### src/verilog/dot11_tx_pkg.sv
//////////////////////////////////////////////////////////////////////
// Shared widths and constants of the 6 Mbps OFDM transmit baseband
// PLCP header word union and the sequencing phase enumeration
//////////////////////////////////////////////////////////////////////
package dot11_tx_pkg;

    // Sample memory port
    parameter int MEM_WORD_W = 64;
    parameter int MEM_ADDR_W = 10;

    // Output sample component width
    parameter int IQ_W = 16;

    // Scrambler state width, x^7 + x^4 + 1
    parameter int SCRAM_W = 7;

    // BPSK, rate 1/2
    parameter int N_DBPS = 24;
    parameter int N_CBPS = 2 * N_DBPS;
    parameter int N_SC   = 64;

    // Unit amplitude, the negative unit is its two's complement
    parameter logic [IQ_W-1:0] PILOT_AMP = 16'h4000;

    // DATA field parts around the PSDU
    parameter int SERVICE_BITS = 16;
    parameter int TAIL_BITS    = 6;

    // SIGNAL layout, rate sits in the low nibble
    typedef struct packed {
        logic [45:0] rest;
        logic        parity;
        logic [11:0] length;
        logic        reserved;
        logic [3:0]  rate;
    } plcp_sig_t;

    // Word 0 is read bit by bit for SIGNAL and by field for the length
    typedef union packed {
        logic [MEM_WORD_W-1:0] raw;
        plcp_sig_t             sig;
    } plcp_word_u;

    typedef enum logic [2:0] {
        IDLE,
        FETCH_HDR,
        SIGNAL_ENC,
        DATA_ENC,
        MAP_OUT,
        DONE
    } tx_phase_e;

endpackage

### src/verilog/tx_ctrl_fsm.sv
//////////////////////////////////////////////////////////////////////
// Packet and symbol sequencing FSM
// Header length latch, memory word address, start and done pulses
//////////////////////////////////////////////////////////////////////
`timescale 1ns/1ps

module tx_ctrl_fsm
    import dot11_tx_pkg::*;
#(
    parameter int MEM_ADDR_W = dot11_tx_pkg::MEM_ADDR_W
) (
    input  logic                  clk,
    input  logic                  reset1,
    input  logic                  tx_start_i,
    input  plcp_word_u            hdr_i,
    input  logic                  bit_last_i,
    input  logic                  sc_last_i,
    input  logic                  out_accept_i,
    input  logic [14:0]           psdu_bit_cnt_i,
    output tx_phase_e             phase_o,
    output logic [14:0]           psdu_bits_o,
    output logic [MEM_ADDR_W-1:0] mem_addr_o,
    output logic                  tx_started_o,
    output logic                  tx_done_o
);

    logic [15:0] data_bits_total;
    logic        more_data;
    logic [14:0] word_off;

    // SERVICE + PSDU + tail, pad is whatever fills the last symbol
    assign data_bits_total = 16'(SERVICE_BITS) + {1'b0, psdu_bits_o} + 16'(TAIL_BITS);
    assign more_data       = {1'b0, psdu_bit_cnt_i} < data_bits_total;

    // Offset of the bit after the current one, relative to the PSDU start
    assign word_off = psdu_bit_cnt_i - 15'(SERVICE_BITS - 1);

    //////////////////////////////////////////////////////////////////////
    // Phase sequencing
    //////////////////////////////////////////////////////////////////////
    always_ff @(posedge clk) begin
        if (reset1) begin
            phase_o      <= IDLE;
            psdu_bits_o  <= '0;
            mem_addr_o   <= '0;
            tx_started_o <= 1'b0;
            tx_done_o    <= 1'b0;
        end else begin
            tx_started_o <= 1'b0;
            tx_done_o    <= 1'b0;

            // Word 0 in IDLE and SIGNAL, then the word of the next bit
            // is requested one cycle ahead so it lands at the bit boundary
            if (phase_o == IDLE || psdu_bit_cnt_i < 15'(SERVICE_BITS - 1)) begin
                mem_addr_o <= '0;
            end else begin
                mem_addr_o <= MEM_ADDR_W'(word_off[14:6]) + 1'b1;
            end

            // Header word is on the bus throughout SIGNAL
            if (phase_o == SIGNAL_ENC) begin
                psdu_bits_o <= {hdr_i.sig.length, 3'b000};
            end

            case (phase_o)
                IDLE: begin
                    if (tx_start_i) begin
                        phase_o <= FETCH_HDR;
                    end
                end
                FETCH_HDR: begin
                    // Word 0 arrives on the next edge
                    phase_o      <= SIGNAL_ENC;
                    tx_started_o <= 1'b1;
                end
                SIGNAL_ENC, DATA_ENC: begin
                    if (bit_last_i) begin
                        phase_o <= MAP_OUT;
                    end
                end
                MAP_OUT: begin
                    // Last sample of the symbol taken by the sink
                    if (out_accept_i && sc_last_i) begin
                        if (more_data) begin
                            phase_o <= DATA_ENC;
                        end else begin
                            phase_o   <= DONE;
                            tx_done_o <= 1'b1;
                        end
                    end
                end
                default: begin
                    phase_o <= IDLE;
                end
            endcase
        end
    end

endmodule

### src/verilog/symbol_counter.sv
//////////////////////////////////////////////////////////////////////
// Coded bit, subcarrier index and DATA field bit counters
//////////////////////////////////////////////////////////////////////
`timescale 1ns/1ps

module symbol_counter
    import dot11_tx_pkg::*;
(
    input  logic        clk,
    input  logic        reset1,
    input  tx_phase_e   phase_i,
    input  logic        out_accept_i,
    output logic [5:0]  bit_idx_o,
    output logic [5:0]  sc_idx_o,
    output logic        bit_last_o,
    output logic        sc_last_o,
    output logic [14:0] psdu_bit_cnt_o
);

    logic enc_phase;

    assign enc_phase  = (phase_i == SIGNAL_ENC) || (phase_i == DATA_ENC);
    assign bit_last_o = enc_phase && (bit_idx_o == 6'(N_CBPS - 1));
    assign sc_last_o  = sc_idx_o == 6'(N_SC - 1);

    always_ff @(posedge clk) begin
        if (reset1) begin
            bit_idx_o      <= '0;
            sc_idx_o       <= '0;
            psdu_bit_cnt_o <= '0;
        end else begin
            // One coded bit per cycle, A then B
            if (enc_phase && !bit_last_o) begin
                bit_idx_o <= bit_idx_o + 1'b1;
            end else begin
                bit_idx_o <= '0;
            end

            // Moves only on a sample the sink took, wraps after 63
            if (phase_i == MAP_OUT) begin
                if (out_accept_i) begin
                    sc_idx_o <= sc_idx_o + 1'b1;
                end
            end else begin
                sc_idx_o <= '0;
            end

            // DATA bit done after its B output, kept across symbols
            if (phase_i == IDLE) begin
                psdu_bit_cnt_o <= '0;
            end else if (phase_i == DATA_ENC && bit_idx_o[0]) begin
                psdu_bit_cnt_o <= psdu_bit_cnt_o + 1'b1;
            end
        end
    end

endmodule

### src/verilog/scram_conv_enc.sv
//////////////////////////////////////////////////////////////////////
// DATA scrambler, SIGNAL/SERVICE/PSDU/tail/pad bit source
// Rate 1/2 convolutional encoder, generators 133 and 171
//////////////////////////////////////////////////////////////////////
`timescale 1ns/1ps

module scram_conv_enc
    import dot11_tx_pkg::*;
(
    input  logic               clk,
    input  logic               reset1,
    input  tx_phase_e          phase_i,
    input  logic [5:0]         bit_idx_i,
    input  logic [14:0]        data_bit_cnt_i,
    input  logic [14:0]        psdu_bits_i,
    input  plcp_word_u         mem_data_i,
    input  logic [SCRAM_W-1:0] init_data_scram_i,
    output logic               coded_bit_o,
    output logic [5:0]         coded_idx_o
);

    logic [SCRAM_W-1:0] scram_q;
    logic [5:0]         enc_q;
    logic [15:0]        cnt;
    logic [15:0]        psdu_end;
    logic [15:0]        tail_end;
    logic [5:0]         psdu_off;
    logic               src_bit;
    logic               in_tail;
    logic               scram_fb;
    logic               enc_in;
    logic               out_a;
    logic               out_b;

    assign cnt      = {1'b0, data_bit_cnt_i};
    assign psdu_end = 16'(SERVICE_BITS) + {1'b0, psdu_bits_i};
    assign tail_end = psdu_end + 16'(TAIL_BITS);
    assign psdu_off = data_bit_cnt_i[5:0] - 6'(SERVICE_BITS);

    //////////////////////////////////////////////////////////////////////
    // Bit source
    //////////////////////////////////////////////////////////////////////
    always_comb begin
        src_bit = 1'b0;
        in_tail = 1'b0;
        if (phase_i == SIGNAL_ENC) begin
            // 24 header bits, each feeds two coded bits
            src_bit = mem_data_i.raw[bit_idx_i[5:1]];
        end else begin
            // SERVICE, tail and pad sources are zero
            if (cnt >= 16'(SERVICE_BITS) && cnt < psdu_end) begin
                src_bit = mem_data_i.raw[psdu_off];
            end
            in_tail = (cnt >= psdu_end) && (cnt < tail_end);
        end
    end

    // Tail stays zero so the encoder flushes to the all-zero state
    assign scram_fb = scram_q[6] ^ scram_q[3];
    assign enc_in   = (phase_i == DATA_ENC && !in_tail) ? (src_bit ^ scram_fb) : src_bit;

    // enc_q[0] is the previous input bit
    assign out_a = enc_in ^ enc_q[1] ^ enc_q[2] ^ enc_q[4] ^ enc_q[5];
    assign out_b = enc_in ^ enc_q[0] ^ enc_q[1] ^ enc_q[2] ^ enc_q[5];

    assign coded_bit_o = bit_idx_i[0] ? out_b : out_a;
    assign coded_idx_o = bit_idx_i;

    always_ff @(posedge clk) begin
        if (reset1) begin
            scram_q <= '0;
            enc_q   <= '0;
        end else begin
            case (phase_i)
                SIGNAL_ENC: begin
                    // SERVICE starts from the seed
                    scram_q <= init_data_scram_i;
                    if (bit_idx_i == 6'(N_CBPS - 1)) begin
                        enc_q <= '0;
                    end else if (bit_idx_i[0]) begin
                        enc_q <= {enc_q[4:0], enc_in};
                    end
                end
                DATA_ENC: begin
                    // Encoder state carries over symbol boundaries
                    if (bit_idx_i[0]) begin
                        enc_q <= {enc_q[4:0], enc_in};
                        if (!in_tail) begin
                            scram_q <= {scram_q[5:0], scram_fb};
                        end
                    end
                end
                IDLE, FETCH_HDR: begin
                    enc_q <= '0;
                end
                default: begin
                end
            endcase
        end
    end

endmodule

### src/verilog/interleave_buffer.sv
//////////////////////////////////////////////////////////////////////
// BPSK interleaver write address and 48 bit coded bit buffer
//////////////////////////////////////////////////////////////////////
`timescale 1ns/1ps

module interleave_buffer
    import dot11_tx_pkg::*;
(
    input  logic       clk,
    input  logic       wr_en_i,
    input  logic       coded_bit_i,
    input  logic [5:0] coded_idx_i,
    input  logic [5:0] rd_idx_i,
    output logic       bit_o
);

    logic [N_CBPS-1:0] bits_q;
    logic [5:0]        wr_pos;

    // 3 * (k mod 16) + k / 16
    // Second permutation is the identity for one bit per carrier
    assign wr_pos = 6'(coded_idx_i[3:0]) * 6'd3 + 6'(coded_idx_i[5:4]);

    // Whole symbol is rewritten before every read pass
    always_ff @(posedge clk) begin
        if (wr_en_i) begin
            bits_q[wr_pos] <= coded_bit_i;
        end
    end

    // Mapper looks up the bit in the same cycle
    assign bit_o = bits_q[rd_idx_i];

endmodule

### src/verilog/subcarrier_mapper.sv
//////////////////////////////////////////////////////////////////////
// BPSK mapper, pilot scrambler and pilot polarity, DC and sidebands
// Registered IQ output with valid/ready hold
//////////////////////////////////////////////////////////////////////
`timescale 1ns/1ps

module subcarrier_mapper
    import dot11_tx_pkg::*;
(
    input  logic               clk,
    input  logic               reset1,
    input  tx_phase_e          phase_i,
    input  logic [5:0]         sc_idx_i,
    input  logic               iq_ready_i,
    input  logic               data_bit_i,
    input  logic [SCRAM_W-1:0] init_pilot_scram_i,
    output logic [5:0]         rd_idx_o,
    output logic               iq_valid_o,
    output logic [IQ_W-1:0]    iq_i_o,
    output logic [IQ_W-1:0]    iq_q_o,
    output logic               out_accept_o
);

    localparam logic [IQ_W-1:0] NEG_AMP = ~PILOT_AMP + 1'b1;

    logic [SCRAM_W-1:0] pilot_scram_q;
    logic               data_sym_q;
    logic               pilot_inv;
    logic               sym_end;
    logic               sc_load;
    logic [5:0]         ld_idx;
    logic [IQ_W-1:0]    smp_i;

    assign out_accept_o = iq_valid_o & iq_ready_i;
    assign sym_end      = out_accept_o && (sc_idx_i == 6'(N_SC - 1));

    // Register holds sc_idx_i, so the next load is one index ahead
    assign ld_idx  = sc_idx_i + {5'd0, iq_valid_o};
    assign sc_load = (phase_i == MAP_OUT) && (!iq_valid_o || (out_accept_o && !sym_end));

    // SIGNAL pilots never inverted
    assign pilot_inv = data_sym_q & (pilot_scram_q[6] ^ pilot_scram_q[3]);

    //////////////////////////////////////////////////////////////////////
    // Subcarrier classification
    //////////////////////////////////////////////////////////////////////
    always_comb begin
        rd_idx_o = '0;
        smp_i    = '0;
        if (ld_idx == 6'd0 || (ld_idx >= 6'd27 && ld_idx <= 6'd37)) begin
            // DC and sideband nulls
            smp_i = '0;
        end else if (ld_idx == 6'd7 || ld_idx == 6'd43 || ld_idx == 6'd57) begin
            smp_i = pilot_inv ? NEG_AMP : PILOT_AMP;
        end else if (ld_idx == 6'd21) begin
            smp_i = pilot_inv ? PILOT_AMP : NEG_AMP;
        end else begin
            // Positive carriers take the upper half of the buffer
            if (ld_idx < 6'd7) begin
                rd_idx_o = ld_idx + 6'd23;
            end else if (ld_idx < 6'd21) begin
                rd_idx_o = ld_idx + 6'd22;
            end else if (ld_idx < 6'd27) begin
                rd_idx_o = ld_idx + 6'd21;
            end else if (ld_idx < 6'd43) begin
                rd_idx_o = ld_idx - 6'd38;
            end else if (ld_idx < 6'd57) begin
                rd_idx_o = ld_idx - 6'd39;
            end else begin
                rd_idx_o = ld_idx - 6'd40;
            end
            smp_i = data_bit_i ? PILOT_AMP : NEG_AMP;
        end
    end

    //////////////////////////////////////////////////////////////////////
    // Pilot scrambler and output handshake
    //////////////////////////////////////////////////////////////////////
    always_ff @(posedge clk) begin
        if (reset1) begin
            pilot_scram_q <= '0;
            data_sym_q    <= 1'b0;
            iq_valid_o    <= 1'b0;
        end else begin
            // Seed held through SIGNAL, first DATA symbol uses it
            if (phase_i == SIGNAL_ENC) begin
                pilot_scram_q <= init_pilot_scram_i;
                data_sym_q    <= 1'b0;
            end else if (data_sym_q && sym_end) begin
                pilot_scram_q <= {pilot_scram_q[5:0], pilot_scram_q[6] ^ pilot_scram_q[3]};
            end
            if (phase_i == DATA_ENC) begin
                data_sym_q <= 1'b1;
            end

            if (sc_load) begin
                iq_valid_o <= 1'b1;
            end else if (out_accept_o) begin
                iq_valid_o <= 1'b0;
            end
        end
    end

    // Values stay put while the sink stalls
    always_ff @(posedge clk) begin
        if (sc_load) begin
            iq_i_o <= smp_i;
            iq_q_o <= '0;
        end
    end

endmodule

### src/verilog/dot11_tx_top.sv
//////////////////////////////////////////////////////////////////////
// 802.11a 6 Mbps transmit baseband top level
// FSM, counters, encoder, interleaver buffer and subcarrier mapper
//////////////////////////////////////////////////////////////////////
`timescale 1ns/1ps

module dot11_tx_top
    import dot11_tx_pkg::*;
#(
    parameter int MEM_ADDR_W = dot11_tx_pkg::MEM_ADDR_W
) (
    input  logic                  clk,
    input  logic                  reset1,
    input  logic                  tx_start_i,
    output logic                  tx_started_o,
    output logic                  tx_done_o,
    input  logic [SCRAM_W-1:0]    init_pilot_scram_i,
    input  logic [SCRAM_W-1:0]    init_data_scram_i,
    output logic [MEM_ADDR_W-1:0] mem_addr_o,
    input  plcp_word_u            mem_data_i,
    input  logic                  iq_ready_i,
    output logic                  iq_valid_o,
    output logic [IQ_W-1:0]       iq_i_o,
    output logic [IQ_W-1:0]       iq_q_o
);

    tx_phase_e   phase;
    logic [14:0] psdu_bits;
    logic [14:0] psdu_bit_cnt;
    logic [5:0]  bit_idx;
    logic [5:0]  sc_idx;
    logic        bit_last;
    logic        sc_last;
    logic        out_accept;
    logic        coded_bit;
    logic [5:0]  coded_idx;
    logic        enc_wr_en;
    logic [5:0]  rd_idx;
    logic        buf_bit;

    // Buffer is written only while bits are being encoded
    assign enc_wr_en = (phase == SIGNAL_ENC) || (phase == DATA_ENC);

    tx_ctrl_fsm #(
        .MEM_ADDR_W(MEM_ADDR_W)
    ) u_ctrl (
        .clk           (clk),
        .reset1        (reset1),
        .tx_start_i    (tx_start_i),
        .hdr_i         (mem_data_i),
        .bit_last_i    (bit_last),
        .sc_last_i     (sc_last),
        .out_accept_i  (out_accept),
        .psdu_bit_cnt_i(psdu_bit_cnt),
        .phase_o       (phase),
        .psdu_bits_o   (psdu_bits),
        .mem_addr_o    (mem_addr_o),
        .tx_started_o  (tx_started_o),
        .tx_done_o     (tx_done_o)
    );

    symbol_counter u_cnt (
        .clk           (clk),
        .reset1        (reset1),
        .phase_i       (phase),
        .out_accept_i  (out_accept),
        .bit_idx_o     (bit_idx),
        .sc_idx_o      (sc_idx),
        .bit_last_o    (bit_last),
        .sc_last_o     (sc_last),
        .psdu_bit_cnt_o(psdu_bit_cnt)
    );

    scram_conv_enc u_enc (
        .clk              (clk),
        .reset1           (reset1),
        .phase_i          (phase),
        .bit_idx_i        (bit_idx),
        .data_bit_cnt_i   (psdu_bit_cnt),
        .psdu_bits_i      (psdu_bits),
        .mem_data_i       (mem_data_i),
        .init_data_scram_i(init_data_scram_i),
        .coded_bit_o      (coded_bit),
        .coded_idx_o      (coded_idx)
    );

    interleave_buffer u_ilv (
        .clk        (clk),
        .wr_en_i    (enc_wr_en),
        .coded_bit_i(coded_bit),
        .coded_idx_i(coded_idx),
        .rd_idx_i   (rd_idx),
        .bit_o      (buf_bit)
    );

    subcarrier_mapper u_map (
        .clk               (clk),
        .reset1            (reset1),
        .phase_i           (phase),
        .sc_idx_i          (sc_idx),
        .iq_ready_i        (iq_ready_i),
        .data_bit_i        (buf_bit),
        .init_pilot_scram_i(init_pilot_scram_i),
        .rd_idx_o          (rd_idx),
        .iq_valid_o        (iq_valid_o),
        .iq_i_o            (iq_i_o),
        .iq_q_o            (iq_q_o),
        .out_accept_o      (out_accept)
    );

endmodule

### config.mk
export PLATFORM = sky130hd
export DESIGN_NAME = dot11_tx_top
export DESIGN_NICKNAME = d
export VERILOG_FILES = /design/src/verilog/dot11_tx_pkg.sv /design/src/verilog/tx_ctrl_fsm.sv /design/src/verilog/symbol_counter.sv /design/src/verilog/scram_conv_enc.sv /design/src/verilog/interleave_buffer.sv /design/src/verilog/subcarrier_mapper.sv /design/src/verilog/dot11_tx_top.sv
export SDC_FILE = /design/constraint.sdc
export NUM_CORES = 1
export LEC_CHECK = 0
export BUFFER_PORTS_ARGS = -buffer_cell sky130_fd_sc_hd__buf_4
export CORE_MARGIN = 4
export CORE_UTILIZATION = 40
export CTS_CLUSTER_SIZE = 25
export DETAILED_ROUTE_END_ITERATION = 8
export GPL_ROUTABILITY_DRIVEN = 0
export PLACE_DENSITY = 0.65
export SLEW_MARGIN = 10
export SYNTH_ARGS = -nofsm -noshare
export SYNTH_HDL_FRONTEND = slang
export SYNTH_SLANG_ARGS = --single-unit
### constraint.sdc
create_clock -name clk -period 12.8 [get_ports clk]
set_input_delay 1.28 -clock clk [delete_from_list [all_inputs] [get_ports clk]]
set_output_delay 1.28 -clock clk [all_outputs]
set_load 0.05 [all_outputs]
**After elaboration in Yosys (flattened, before gate mapping)**

Cells that the tools add are included.

- Input bits: 82
- Flip-flop bits (word level): 140
- Output and inout port bits: 45

- Bitwise gates (word level): 16
- Magnitude comparators: 17
- Equality and inequality tests: 15
- Reductions and logical operators: 37
- Multiplexer cells: 46
- Multiply operators: 1
- Add/subtract/negate cells: 16

Operator list:

| cell | number |
|---|---|
| 16-bit two-way mux | 5 |
| 6-bit two-way mux | 10 |
| 48-bit bitwise mux | 1 |
| 15-bit by 16-bit less-than comparator with 1-bit output | 2 |
| 7-bit two-way mux | 4 |
| 6-bit equality test (second input constant) | 4 |
| 6-bit by 7-bit less-than comparator with 1-bit output (second input constant) | 3 |
| 6-bit by 5-bit adder with 6-bit output (second input constant) | 3 |
| 6-bit case mux with 3 select lines | 1 |
| 6-bit subtractor (second input constant) | 3 |
| 16-bit by 3-bit adder with 16-bit output (second input constant) | 1 |
| 5-bit by 15-bit adder with 16-bit output (first input constant) | 1 |
| 15-bit by 16-bit >= comparator with 1-bit output | 1 |
| 15-bit by 1-bit adder with 15-bit output (second input constant) | 1 |
| 15-bit by 5-bit >= comparator with 1-bit output (second input constant) | 1 |
| 15-bit by 4-bit less-than comparator with 1-bit output (second input constant) | 1 |
| 1-bit two-way mux | 15 |
| 15-bit by 4-bit subtractor with 15-bit output (second input constant) | 1 |
| 7-bit case mux with 2 select lines | 1 |
| 6-bit by 1-bit adder with 6-bit output (second input constant) | 2 |
| 1-bit binary-select mux with 6-bit select | 2 |
| 1-bit logical AND | 12 |
| 6-bit by 5-bit less-than comparator with 1-bit output (second input constant) | 2 |
| 6-bit less-than comparator (second input constant) | 2 |
| other kinds (33) | 69 |

**Logic depth before layout (Yosys ltp)**

Gate-level depths: netlist of run 1.

- Depth after elaboration: 15
- Gate-level depth with buffers: 16
- Depth with buffers taken out: 16

**Modules after synthesis**

Synthesis of run 1 repeated with hierarchy kept, for this count alone.

- Cell total of the unflattened synthesis: 1055
- Area, all modules: 9954.5 um2

Modules (own cells, without submodules):

| module | times used | cells each | area an instance (um2) | seq. area each (um2) |
|---|---|---|---|---|
| scram_conv_enc | 1 | 320 | 2820.2 | 260.2 |
| interleave_buffer | 1 | 180 | 2503.7 | 1441.4 |
| subcarrier_mapper | 1 | 231 | 1760.4 | 240.2 |
| tx_ctrl_fsm | 1 | 188 | 1631.6 | 540.5 |
| symbol_counter | 1 | 135 | 1224.9 | 540.5 |
| dot11_tx_top | 1 | 1 | 13.8 | 0.0 |

**Worst setup path after synthesis of run 1**

No wires, ideal clock.

- Path type: input -> register
- Start: input mem_data_i[7] in the netlist's numbering
- End: register u_ilv.bits_q[0], data pin
- Arrival: 4.408 ns
- Slack: 7.914 ns
- Buffers on the path: 0
- Library setup time: 0.478 ns
- Stages on the path: 7
- Path through: mux4_2 -> mux4_2 -> mux4_2 -> nand3_1 -> or3_1 -> o211ai_1 -> xnor2_1

- Cells in the longest elaborated chain, start to end: 12

RTL lines:

| item | line | RTL |
|---|---|---|
| from (decl) | dot11_tx_top.sv:20 | `input plcp_word_u mem_data_i,` |
| 1-bit binary-select mux with 6-bit select | scram_conv_enc.sv:52 | `src_bit = mem_data_i.raw[psdu_off];` |
| 1-bit two-way mux (not written as such) | scram_conv_enc.sv:52 |  |
| 1-bit two-way mux | scram_conv_enc.sv:51 | `if (cnt >= 16'(SERVICE_BITS) && cnt < psdu_end) begin` |
| 1-bit two-way mux (*) | scram_conv_enc.sv:46 | `if (phase_i == SIGNAL_ENC) begin` |
| 1-bit bitwise XOR | scram_conv_enc.sv:60 | `assign enc_in = (phase_i == DATA_ENC && !in_tail) ? (src_bit ^ scram_fb) : src_bit;` |
| 1-bit two-way mux (*) | scram_conv_enc.sv:60 |  |
| 1-bit bitwise XOR (on tied branches) (4 in series) | scram_conv_enc.sv:63, scram_conv_enc.sv:64 |  |
| 1-bit two-way mux (*) | scram_conv_enc.sv:66 | `assign coded_bit_o = bit_idx_i[0] ? out_b : out_a;` |
| via coded_bit | dot11_tx_top.sv:35 | `logic coded_bit;` |
| 48-bit bitwise mux (*) | interleave_buffer.sv:27 | `bits_q[wr_pos] <= coded_bit_i;` |
| to (signal, indexed assignment) | interleave_buffer.sv:27 |  |
| to (decl) | interleave_buffer.sv:17 | `logic [N_CBPS-1:0] bits_q;` |

Mark *: on every way through the listed nets, which the timed path passes. The rest lies on a longest branch. The select of a mux whose other input is x is not followed.
A chain may end at the register's enable or synchronous reset.

**Final worst setup path of run 1**

- Start: register u_map.iq_valid_o
- End: register u_map.iq_i_o[15], data pin

- Cells in the longest elaborated chain, start to end: 15

RTL lines:

| item | line | RTL |
|---|---|---|
| from (decl) | subcarrier_mapper.sv:18 | `output logic iq_valid_o,` |
| from (signal assigned) | subcarrier_mapper.sv:83 | `iq_valid_o <= 1'b0;` |
| from (signal assigned) | subcarrier_mapper.sv:97 | `iq_valid_o <= 1'b1;` |
| from (signal assigned) | subcarrier_mapper.sv:99 | `iq_valid_o <= 1'b0;` |
| 6-bit by 1-bit adder with 6-bit output (*) | subcarrier_mapper.sv:38 | `assign ld_idx = sc_idx_i + {5'd0, iq_valid_o};` |
| 6-bit subtractor (tied with other cells) | subcarrier_mapper.sv:70 | `rd_idx_o = ld_idx - 6'd40;` |
| 6-bit two-way mux | subcarrier_mapper.sv:67 | `end else if (ld_idx < 6'd57) begin` |
| 6-bit two-way mux | subcarrier_mapper.sv:65 | `end else if (ld_idx < 6'd43) begin` |
| 6-bit two-way mux | subcarrier_mapper.sv:63 | `end else if (ld_idx < 6'd27) begin` |
| 6-bit two-way mux | subcarrier_mapper.sv:61 | `end else if (ld_idx < 6'd21) begin` |
| 6-bit two-way mux | subcarrier_mapper.sv:59 | `if (ld_idx < 6'd7) begin` |
| 6-bit two-way mux | subcarrier_mapper.sv:55 | `end else if (ld_idx == 6'd21) begin` |
| 6-bit two-way mux | subcarrier_mapper.sv:53 | `end else if (ld_idx == 6'd7 \|\| ld_idx == 6'd43 \|\| ld_idx == 6'd57) begin` |
| 6-bit two-way mux | subcarrier_mapper.sv:50 | `if (ld_idx == 6'd0 \|\| (ld_idx >= 6'd27 && ld_idx <= 6'd37)) begin` |
| 1-bit binary-select mux with 6-bit select | interleave_buffer.sv:32 | `assign bit_o = bits_q[rd_idx_i];` |
| 1-bit two-way mux (not written as such) | interleave_buffer.sv:32 |  |
| 16-bit two-way mux | subcarrier_mapper.sv:72 | `smp_i = data_bit_i ? PILOT_AMP : NEG_AMP;` |
| 16-bit two-way mux | subcarrier_mapper.sv:55 |  |
| 16-bit two-way mux | subcarrier_mapper.sv:53 |  |
| to (signal assigned) | subcarrier_mapper.sv:107 | `iq_i_o <= smp_i;` |
| to (decl) | subcarrier_mapper.sv:19 | `output logic [IQ_W-1:0] iq_i_o,` |

Every way passes the cells marked *; elsewhere a longest branch is shown, timed or not. The select of a mux whose other input is x is not followed.

==> summary.md, run 1 <==
| Metric | Value |
|---|---|
| Most frequent cells after synthesis | `nor2_1, nand2_1, dfxtp_1, a21oi_1, edfxtp_1` |
| R2R depth | `14` |
| Worst Setup SP | `u_map.iq_valid_o` |
| Power Density | `128 nW/um2` |
| Seq pwr share | `38.7%` |
| # hold bufs at CTS | `0` |
| Cell area after layout | `9970 um2` |
| Via/cell ratio | `5.43` |
| Chip width | `155 um` |
| Gr ovfl total | `0` |
| Total core area | `21100 um2` |
| Startpoint class of the critical path | `register` |
| Worst skew pair latency | `0.42 ns` |
| Fill count | `2010` |
| Reg-to-Reg End | `u_map.iq_i_o[15]` |
| CTS clk-pin slew, worst paths | `0.06 ns` |
| Wire per inst | `15.6 um` |
| Sw frac | `32.7%` |
| Synth Warn # | `0` |
| Cells after Synth | `956` |
| Worst Path Max Fanout | `23` |
| Combinational power share | `24.5%` |
| CTS tree | `yes` |
| Max Root-Sink Buffers | `2` |
| Routed WL | `20.5 mm` |
| Max Cap Viol | `0` |
| DRC | `0` |
| Status | `complete, no violations` |
| Initial Util | `40.9%` |
| Layout Nets | `1148` |
| Post-synth top area cell | `dfxtp_1` |
| Pre-Repair DR Iteration Count | `5` |
| Unrepaired setup endpoints after global routing | `no` |
| Worst VDD drop | `0.000123 V` |
| Cell with the most instances after synthesis | `nor2_1` |
| Leakage | `3.68 nW` |
| Critical Path End Type | `register` |
| CTS Buf Count | `17` |
| WP data required | `13.09 ns` |
| RR Startpoint | `u_map.iq_valid_o` |
| Post-synth EDFFs | `50` |
| Layout area overhead | `15.5%` |
| Routed vias | `7127` |
| FMAX | `208 MHz` |
| Max_slew headroom | `31.1%` |
| # setup viols final | `0` |
| Ant diodes | `0` |
| CP Class | `reg -> reg` |
| R2R Setup Slk | `7.99 ns` |
| Post-CTS setup buffer count | `0` |
| Fin crit share | `37.6%` |
| Power, Total | `0.00127 W` |
| Hold slack | `0.459 ns` |
| Worst-Margin Slew | `1.03 ns` |
| Power Internal | `0.000855 W` |
| Max Slew Vio Count | `0` |
| Share of layout cells above drive strength 1 | `18.5%` |
| Distinct cells, synth | `79` |
| Dpl cell area | `9400 um2` |
| H-tree depth | `4` |
| PortBufs | `96` |
| Termination of the worst setup path | `u_map.iq_i_o[15]` |
| Synthesized flop and latch total | `126` |
| Die height | `155 um` |
| Top Ports | `127` |
| DPL Wire Length | `15.6 mm` |
| Main synth FF type | `dfxtp_1` |
| Initial antenna violation count | `0` |
| ANT nets after route | `0` |
| Min Tclk post-route | `4.81 ns` |
| Fin cells | `1312` |
| Ys async rst share | `0%` |
| Vias in the first global route | `6836` |
| Sequential share of the synthesized area | `35.0%` |
| Clock skew | `0.00892 ns` |
| Placed insts | `1280` |
| Post-CTS sizing | `0` |
| Die ar. | `24000 um2` |
| Worst hold-check path type | `reg -> reg` |
| Syn avg cell area | `9.03 um2` |
| Synth area leaders | `dfxtp_1, edfxtp_1, mux4_2, nor2_1, ha_1` |
| First-pass GRT wire length | `34.4 mm` |
| Root Driver | `clkbuf_16` |
| Total Neg Setup Slack | `0 ns` |
| Fin. Hold Viols | `0` |
| Clk network pwr share | `36.8%` |
| Iter 0 DRT Violations | `587` |
| Tot GR Track Use | `17.3%` |
| Clock Sink Count | `126` |
| Synthesized area | `8630 um2` |
| Psw | `0.000416 W` |
| Worst EP arrival | `5.10 ns` |
| Pin count of the biggest net entering global routing | `49` |
| Yosys top cell area share | `17.6%` |
| # rows | `53` |
## flip-flops by register name, indices dropped and copies added (netlist names)
signal	count
u_cnt.bit_idx_o	6
u_cnt.psdu_bit_cnt_o	15
u_cnt.sc_idx_o	6
u_ctrl.mem_addr_o	10
u_ctrl.phase_o	3
u_ctrl.psdu_bits_o	12
u_ctrl.tx_done_o	1
u_ctrl.tx_started_o	1
u_enc.enc_q	6
u_enc.scram_q	7
u_ilv.bits_q	48
u_map.data_sym_q	1
u_map.iq_i_o	2
u_map.iq_valid_o	1
u_map.pilot_scram_q	7
## worst min path at each step
stage | from | to | slack (ns) | cells past startpoint
6_report | u_enc.enc_q[3] | u_enc.enc_q[4] | 0.46 | 2
5_1_grt | u_enc.enc_q[3] | u_enc.enc_q[4] | 0.48 | 2
4_1_cts | u_enc.enc_q[3] | u_enc.enc_q[4] | 0.47 | 2
3_5_place_dp | u_enc.enc_q[3] | u_enc.enc_q[4] | 0.46 | 2
3_3_place_gp | u_enc.enc_q[3] | u_enc.enc_q[3] | 0.44 | 2
2_1_floorplan | u_enc.enc_q[3] | u_enc.enc_q[4] | 0.43 | 2
## worst max-delay path, stage by stage (launching register included)
cell      delay [ns]
dfxtp_1         0.39
ha_1            0.24
ha_1            0.48
inv_1           0.17
ha_1            0.29
or2_2           0.31
a21bo_2         0.21
o211ai_1        0.17
o21ai_0         0.15
a2111o_1        0.46
a21oi_4         0.62
mux4_1          0.64
mux2_2          0.27
nand3b_1        0.08
and4b_1         0.18
## power by group through the flow
stage	Combinational, W	Sequential (W)	Clock, W
floorplan	0.000238	0.000496	0
global placement	0.000308	0.000500	0
detailed placement	0.000311	0.000500	0
CTS	0.000312	0.000492	0.000476
global route	0.000347	0.000498	0.000495
finish	0.000312	0.000492	0.000467
## cells in the final DEF (no fill, tap or decap), types with 27 or more instances in the layout
master | Yosys | layout
a21oi_1 | 65 | 65
buf_4 | 32 | 101
conb_1 | 1 | 30
dfxtp_1 | 76 | 76
edfxtp_1 | 50 | 50
ha_1 | 40 | 40
mux2i_1 | 27 | 27
mux4_2 | 31 | 31
nand2_1 | 108 | 108
nand3_1 | 44 | 44
nor2_1 | 141 | 141
xor2_1 | 29 | 29
## stage by stage
stage	worst slack, ns	util (%)
after global routing	7.67	47.3
after CTS	8.00	47.3
final	7.99	47.3
after floorplan	7.91	-
after global placement	8.08	44.6
after detailed placement	8.00	44.6
## cell families (layout without fill, tap and decap cells)
| family | count (synthesis) | after routing | share of synthesized area (%) |
|---|---|---|---|
| XOR/XNOR | 57 | 57 | 6.05 |
| multiplexers | 65 | 65 | 12.3 |
| other | 1 | 30 | 0.0435 |
| adder cells (fa/ha/maj) | 42 | 42 | 6.26 |
| AND/OR/NAND/NOR | 391 | 391 | 20.7 |
| buffers and inverters | 100 | 152 | 6.05 |
| flip-flops | 126 | 126 | 35.0 |
| AO/OA/AOI/OAI | 174 | 174 | 13.6 |
## routing by layer
metal / part of all wire, % / track usage, %
met1: 46 / 23.7
met2: 46 / 27.7
met3: 6.1 / 3.92
met4: 1.5 / 4.96
met5: 0 / 0
## area by class of cell
class                      count  area, um2  share of cell area (%)
multi-input combinational    759       5200                    52.2
clock inverter                15        148                    1.48
inverter                      19       71.3                   0.715
tap                          275        344                    3.45
clock buffer                  17        425                    4.27
timing repair buffer         101        758                    7.61
sequential                   126       3020                    30.3
(Power assumes the default switching activity.)
==> run 2: changes to the inputs <==
--- a/config.mk
+++ b/config.mk
@@ -5,13 +5,14 @@
 export SDC_FILE = /design/constraint.sdc
 export NUM_CORES = 1
 export LEC_CHECK = 0
+export ABC_AREA = 1
 export BUFFER_PORTS_ARGS = -buffer_cell sky130_fd_sc_hd__buf_4
 export CORE_MARGIN = 4
 export CORE_UTILIZATION = 40
 export CTS_CLUSTER_SIZE = 25
 export DETAILED_ROUTE_END_ITERATION = 8
 export GPL_ROUTABILITY_DRIVEN = 0
-export PLACE_DENSITY = 0.65
+export PLACE_DENSITY = 0.68
 export SLEW_MARGIN = 10
 export SYNTH_ARGS = -nofsm -noshare
 export SYNTH_HDL_FRONTEND = slang
==> constraint.sdc (replaced) <==
create_clock -name clk -period 3.95 [get_ports clk]
set_input_delay 0.395 -clock clk [delete_from_list [all_inputs] [get_ports clk]]
set_output_delay 0.395 -clock clk [all_outputs]
set_load 0.05 [all_outputs]
==> run 2 against run 1 <==
Clock-buffer cell count up 3. Core utilization is 0.46 points higher. Combinational power increased to 4.3 times the previous value. Non-clock buffer count grew 4. Routed wire length increased by 7.0%. Clock skew up 0.0034 ns. Area after synthesis grew 0.32%. Largest cell class unchanged. Largest power group unchanged. Highest routed layer unchanged.
==> summary.md, run 2 <==
| Metric | Value |
|---|---|
| Syn avg cell area | `7.11 um2` |
| Hold slack | `0.227 ns` |
| Tot GR Track Use | `18.2%` |
| Post-synth EDFFs | `50` |
| Post-CTS setup buffer count | `0` |
| Post-synth top area cell | `dfxtp_1` |
| Worst VDD drop | `0.000374 V` |
| Layout Nets | `1425` |
| Fin. Hold Viols | `0` |
| Pin count of the biggest net entering global routing | `49` |
| Critical Path End Type | `register` |
| Synth area leaders | `dfxtp_1, edfxtp_1, nand2_1, nor2_1, ha_1` |
| Die height | `155 um` |
| CTS clk-pin slew, worst paths | `0.06 ns` |
| Biggest regs | `u_ilv.bits_q: 48 flops, u_cnt.psdu_bit_cnt_o: 15 flops, u_ctrl.psdu_bits_o: 12 flops` |
| Synth Warn # | `0` |
| Worst hold-check path type | `in -> reg` |
| Max Cap Viol | `0` |
| Pre-CTS worst setup slack | `0.368 ns` |
| Via/cell ratio | `5.09` |
| # rows | `53` |
| Share of layout cells above drive strength 1 | `13.5%` |
| Max reg flops | `48` |
| Worst-Margin Slew | `0.675 ns` |
| Max Root-Sink Buffers | `2` |
| FMAX | `282 MHz` |
| ANT nets after route | `0` |
| Total Neg Setup Slack | `0 ns` |
| Initial antenna violation count | `0` |
| PortBufs | `96` |
| Clock skew | `0.0123 ns` |
| Layout area overhead | `16.7%` |
| Yosys top cell area share | `17.6%` |
| Root Driver | `clkbuf_16` |
| CP Class | `reg -> reg` |
| Iter 0 DRT Violations | `544` |
| CTS Buf Count | `17` |
| Fill count | `2095` |
| WP data required | `4.07 ns` |
| Total core area | `21200 um2` |
| Ys async rst share | `0%` |
| Routed WL | `22.0 mm` |
| Sequential share of the synthesized area | `34.9%` |
| Vias in the first global route | `7512` |
| Chip width | `155 um` |
| # setup viols final | `0` |
| Biggest register | `u_ilv.bits_q` |
| Wire per inst | `13.8 um` |
| DPL Wire Length | `16.8 mm` |
| Cell with the most instances after synthesis | `nand2_1` |
| Pre-Repair DR Iteration Count | `5` |
| Synthesized flop and latch total | `126` |
| Leading cell types in the layout, fill and taps excluded | `nand2_1, nor2_1, inv_1` |
| Leakage | `4.45 nW` |
| First-pass GRT wire length | `36.4 mm` |
| Synthesized area | `8660 um2` |
| Die ar. | `24100 um2` |
| DRC | `0` |
| Max Slew Vio Count | `0` |
| Power Density | `461 nW/um2` |
| # hold bufs at CTS | `0` |
| Clock Sink Count | `126` |
| Distinct cells, synth | `53` |
| Final worst slack | `0.407 ns` |
| Main synth FF type | `dfxtp_1` |
| Worst skew pair latency | `0.43 ns` |
| Initial Util | `40.9%` |
| Worst EP arrival | `3.66 ns` |
| Gr ovfl total | `0` |
| Max_slew headroom | `55.0%` |
| Status | `complete, no violations` |
| Routed vias | `8082` |
| Startpoint class of the critical path | `register` |
| Cells after Synth | `1217` |
| Worst Path Max Fanout | `48` |
| Unrepaired setup endpoints after global routing | `no` |
| Min Tclk post-route | `3.54 ns` |
| CTS tree | `yes` |
| Fin crit share | `89.7%` |
| Commonest non-fill, non-tap cell in the layout | `nand2_1` |
| H-tree depth | `4` |
| Top Ports | `127` |
| Ant diodes | `0` |
| Most frequent cells after synthesis | `nand2_1, nor2_1, inv_1, a21oi_1, nand3_1` |
==> run 2: worst max-delay path, stage by stage, from the launching register on <==
cell      delay, ns
dfxtp_1        0.39
nand3_1        0.14
nor2_1         0.11
nand2_1        0.08
nor3_1         0.32
xor2_1         0.21
ha_1           0.27
a21oi_1        0.15
o21ai_0        0.10
a21o_1         0.16
a21oi_1        0.14
o21bai_1       0.08
nand2_1        0.07
and3_1         0.16
nand3_1        0.07
nand2_1        0.06
nand2_1        0.06
xnor2_1        0.22
xnor2_1        0.15
inv_1          0.05
buf_4          0.25
==> run 2: path summary, 6_finish.rpt <==
path / from / to / slack, ns / depth (start not counted)
worst max-delay path: u_ctrl.psdu_bits_o[6] / u_ilv.bits_q[17] / 0.41 / 20
worst min-delay path: mem_data_i[7] / u_ctrl.psdu_bits_o[5] / 0.23 / 3
worst max register to register: u_ctrl.psdu_bits_o[6] / u_ilv.bits_q[17] / 0.41 / 20
worst min register to register: u_map.pilot_scram_q[1] / u_map.pilot_scram_q[2] / 0.49 / 2
==> run 2: cells by family (layout without fill, tap and decap cells) <==
family          after synthesis  count (layout)  synth area share (%)
xor+xnor                     36              36                  3.64
fa+ha+maj                    42              42                  6.24
other cells                   1              30                0.0433
buf+inv                     208             276                  11.1
simple gates                602             602                  30.6
compound gates              202             202                  13.5
flops                       126             126                  34.9
==> run 2: power by group <==
group / leakage, nW / internal [W] / switching [W]
registers: 1.08 / 0.00159 / 0.000107
clock network: 0.304 / 0.00100 / 0.000631
logic: 3.07 / 0.000423 / 0.000902
total: 4.45 / 0.00301 / 0.00164
==> run 2: area by class of cell <==
type                            count  area (um2)  area share (%)
Clock buffer                       20         468            4.63
Multi-Input combinational cell    912        4800            47.5
Inverter                          139         527            5.22
Sequential cell                   126        3020            29.9
Timing Repair Buffer              105         788            7.81
Clock inverter                     12         148            1.46
Tap cell                          275         344            3.41
==> run 2: layer usage <==
metal	up-vias	GRT usage [%]	wire (um)	share of wire [%]
li1	4143	-	-	-
met1	3641	23.9	9850	45
met2	265	29.7	10100	46
met3	33	4.28	1580	7.2
met4	0	6.10	423	1.9
met5	-	0	0	0
==> run 2: through the flow <==
step                      area, um2  util [%]  power (W)  cells
after floorplan                8760         -    0.00272   1246
after global placement         9470      44.8    0.00301   1557
after detailed placement       9470      44.8    0.00303   1557
after CTS                     10100      47.7    0.00467   1589
after global routing          10100      47.7    0.00493   1589
final                         10100      47.7    0.00465   1589
==> run 2: repair_timing <==
item,in CTS,in global routing
endpoints found under the setup margin,0,1
gates resized for setup,0,2
endpoints found under the hold margin,0,0
==> run 3: changes to the inputs <==
--- a/config.mk
+++ b/config.mk
@@ -12,8 +12,9 @@
 export CTS_CLUSTER_SIZE = 25
 export DETAILED_ROUTE_END_ITERATION = 8
 export GPL_ROUTABILITY_DRIVEN = 0
-export PLACE_DENSITY = 0.68
+export PLACE_DENSITY = 0.67
 export SLEW_MARGIN = 10
 export SYNTH_ARGS = -nofsm -noshare
 export SYNTH_HDL_FRONTEND = slang
+export SYNTH_HIERARCHICAL = 1
 export SYNTH_SLANG_ARGS = --single-unit
==> run 3 against run 2 <==
Clock skew fell by 0.0018 ns. Routed wire length rose by 21%. Combinational power rose by 14%. Fmax fell by 3.1%. Core utilization fell by 0.65 points. Register-to-register slack got worse by 0.11 ns. Non-clock buffer count rose by 10. Global-route usage rose by 0.068 points.
==> summary.md, run 3 <==
| Metric | Value |
|---|---|
| Synthesized area | `10300 um2` |
| Post-synth EDFFs | `50` |
| Total Neg Setup Slack | `0 ns` |
| Via/cell ratio | `5.07` |
| Synth area leaders | `dfxtp_1, edfxtp_1, nand2_1, nand3_1, ha_1` |
| Initial Util | `40.8%` |
| Biggest regs | `u_ilv/bits_q: 48 flops, u_cnt/psdu_bit_cnt_o: 15 flops, u_ctrl/psdu_bits_o: 12 flops` |
| Power, Total | `0.00471 W` |
| CP Class | `reg -> reg` |
| Main synth FF type | `dfxtp_1` |
| Routed WL | `26.5 mm` |
| CTS Buf Count | `17` |
| Distinct cells, synth | `57` |
| # hold bufs at CTS | `0` |
| Critical Path End Type | `register` |
| Biggest register | `u_ilv/bits_q` |
| Worst EP arrival | `3.82 ns` |
| Die ar. | `28500 um2` |
| Startpoint class of the critical path | `register` |
| Fill count | `2515` |
| Fin. Hold Viols | `0` |
| Vias in the first global route | `9174` |
| Layout Nets | `1759` |
| Synthesized flop and latch total | `126` |
| Pre-Repair DR Iteration Count | `5` |
| Max Root-Sink Buffers | `2` |
| Commonest non-fill, non-tap cell in the layout | `nand2_1` |
| Routed vias | `9884` |
| DRC | `0` |
| Gr ovfl total | `0` |
| Cell with the most instances after synthesis | `nand2_1` |
| Max_slew headroom | `29.1%` |
| # rows | `58` |
| Max reg flops | `48` |
| Fin crit share | `92.6%` |
| Hold slack | `0.266 ns` |
| Clock Sink Count | `126` |
| Worst skew pair latency | `0.42 ns` |
| FMAX | `273 MHz` |
| Worst hold-check path type | `in -> reg` |
| WP data required | `4.11 ns` |
| Cells after Synth | `1510` |
| # setup viols final | `0` |
| Share of layout cells above drive strength 1 | `16.2%` |
| Most frequent cells after synthesis | `nand2_1, nand3_1, nor2_1, inv_1, dfxtp_1` |
| Min Tclk post-route | `3.66 ns` |
| Worst Path Max Fanout | `24` |
| Area of the multi-input gates | `6440 um2` |
| CTS clk-pin slew, worst paths | `0.06 ns` |
| Unrepaired setup endpoints after global routing | `no` |
| Pin count of the biggest net entering global routing | `49` |
| Synth Warn # | `6` |
| Status | `complete, no violations` |
| Leading cell types in the layout, fill and taps excluded | `nand2_1, nand3_1, nor2_1` |
| Ant diodes | `0` |
| Wire per inst | `13.6 um` |
| Worst-Margin Slew | `1.06 ns` |
| Register area | `3020 um2` |
| H-tree depth | `4` |
| Top Ports | `127` |
| First-pass GRT wire length | `43.8 mm` |
| Max Slew Vio Count | `0` |
| PortBufs | `96` |
| Clock skew | `0.0105 ns` |
| Syn avg cell area | `6.85 um2` |
| Ys async rst share | `0%` |
| Post-synth top area cell | `dfxtp_1` |
| Leakage | `5.36 nW` |
| Die height | `169 um` |
| Initial antenna violation count | `0` |
| Worst VDD drop | `0.000342 V` |
| DPL Wire Length | `20.3 mm` |
| Total core area | `25300 um2` |
| Tot GR Track Use | `18.3%` |
| Root Driver | `clkbuf_16` |
| CTS tree | `yes` |
| Power Density | `395 nW/um2` |
| Layout area overhead | `15.4%` |
| Chip width | `169 um` |
| Iter 0 DRT Violations | `807` |
| Max Cap Viol | `0` |
| Sequential share of the synthesized area | `29.2%` |
| ANT nets after route | `0` |
| Yosys top cell area share | `14.7%` |
[run 3: power by group]
group          switching, W  internal (W)
registers         0.0000987       0.00155
clock network      0.000646      0.000885
logic               0.00102      0.000506
[run 3: area by class of cell]
type | count | area share [%]
Timing Repair Buffer | 115 | 7.49
Clock buffer | 17 | 3.57
Multi-Input combinational cell | 1194 | 54.0
Clock inverter | 15 | 1.27
Sequential cell | 126 | 25.3
Inverter | 153 | 4.86
Tap cell | 330 | 3.46
[run 3: through the flow]
step	cell area (um2)	instances	worst slack [ns]	util, %
after floorplan	10500	1541	0.327	-
after global placement	11300	1916	0.337	44.5
after detailed placement	11300	1916	0.231	44.5
after CTS	11900	1948	0.168	46.8
after global routing	11900	1950	0.00769	47.1
final	11900	1950	0.293	47.1
[run 3: routing by layer]
metal / global-route usage, % / part of all wire (%) / wire (um)
met1: 24.3 / 46 / 12100
met2: 30.9 / 47 / 12500
met3: 3.95 / 6.5 / 1720
met4: 3.53 / 0.71 / 188
met5: 0 / 0 / 0
[run 3: cells by family after synthesis]
logic type	Yosys count	share of synthesized area (%)
XOR/XNOR	34	2.88
buffers and inverters	221	10.0
AND/OR/NAND/NOR	912	40.9
multiplexers	1	0.0968
adder cells (fa/ha/maj)	70	8.62
AO/OA/AOI/OAI	144	8.15
flip-flops	126	29.2
other	2	0.0727
[run 3: timing repair]
action,4_1_cts,5_1_grt
buffers inserted,0,1
resized for setup,0,11
endpoints found under the setup margin,0,1
[run 3: path summary, 6_finish.rpt]
check                                      startpoint                endpoint  slack [ns]  cells past startpoint
worst max register to register      u_cnt/sc_idx_o[0]        u_map/iq_i_o[15]        0.29                     27
worst max-delay path                u_cnt/sc_idx_o[0]        u_map/iq_i_o[15]        0.29                     27
worst min register to register       u_enc/scram_q[5]        u_enc/scram_q[5]        0.45                      2
worst min-delay path            init_pilot_scram_i[0]  u_map/pilot_scram_q[0]        0.27                      3
[run 3: worst max-delay path: stages, from the launching register on]
cell and delay (ns):
dfxtp_1 0.36, ha_1 0.21, ha_2 0.39, ha_2 0.22, inv_1 0.05, nand2_1 0.09
nand3_2 0.10, inv_1 0.09, nand2_1 0.06, nand2_1 0.15, nand2_1 0.10, nand2_1 0.10
nand2_1 0.06, nand2_1 0.10, a21oi_4 0.08, buf_12 0.15, inv_4 0.18, nand2_1 0.11
nand3_1 0.10, nand3_1 0.07, nand2_1 0.07, nand2_1 0.05, nand3_1 0.08, nand3_1 0.07
nand2_1 0.09, o21ai_0 0.09, o21ai_1 0.12, a21oi_1 0.05
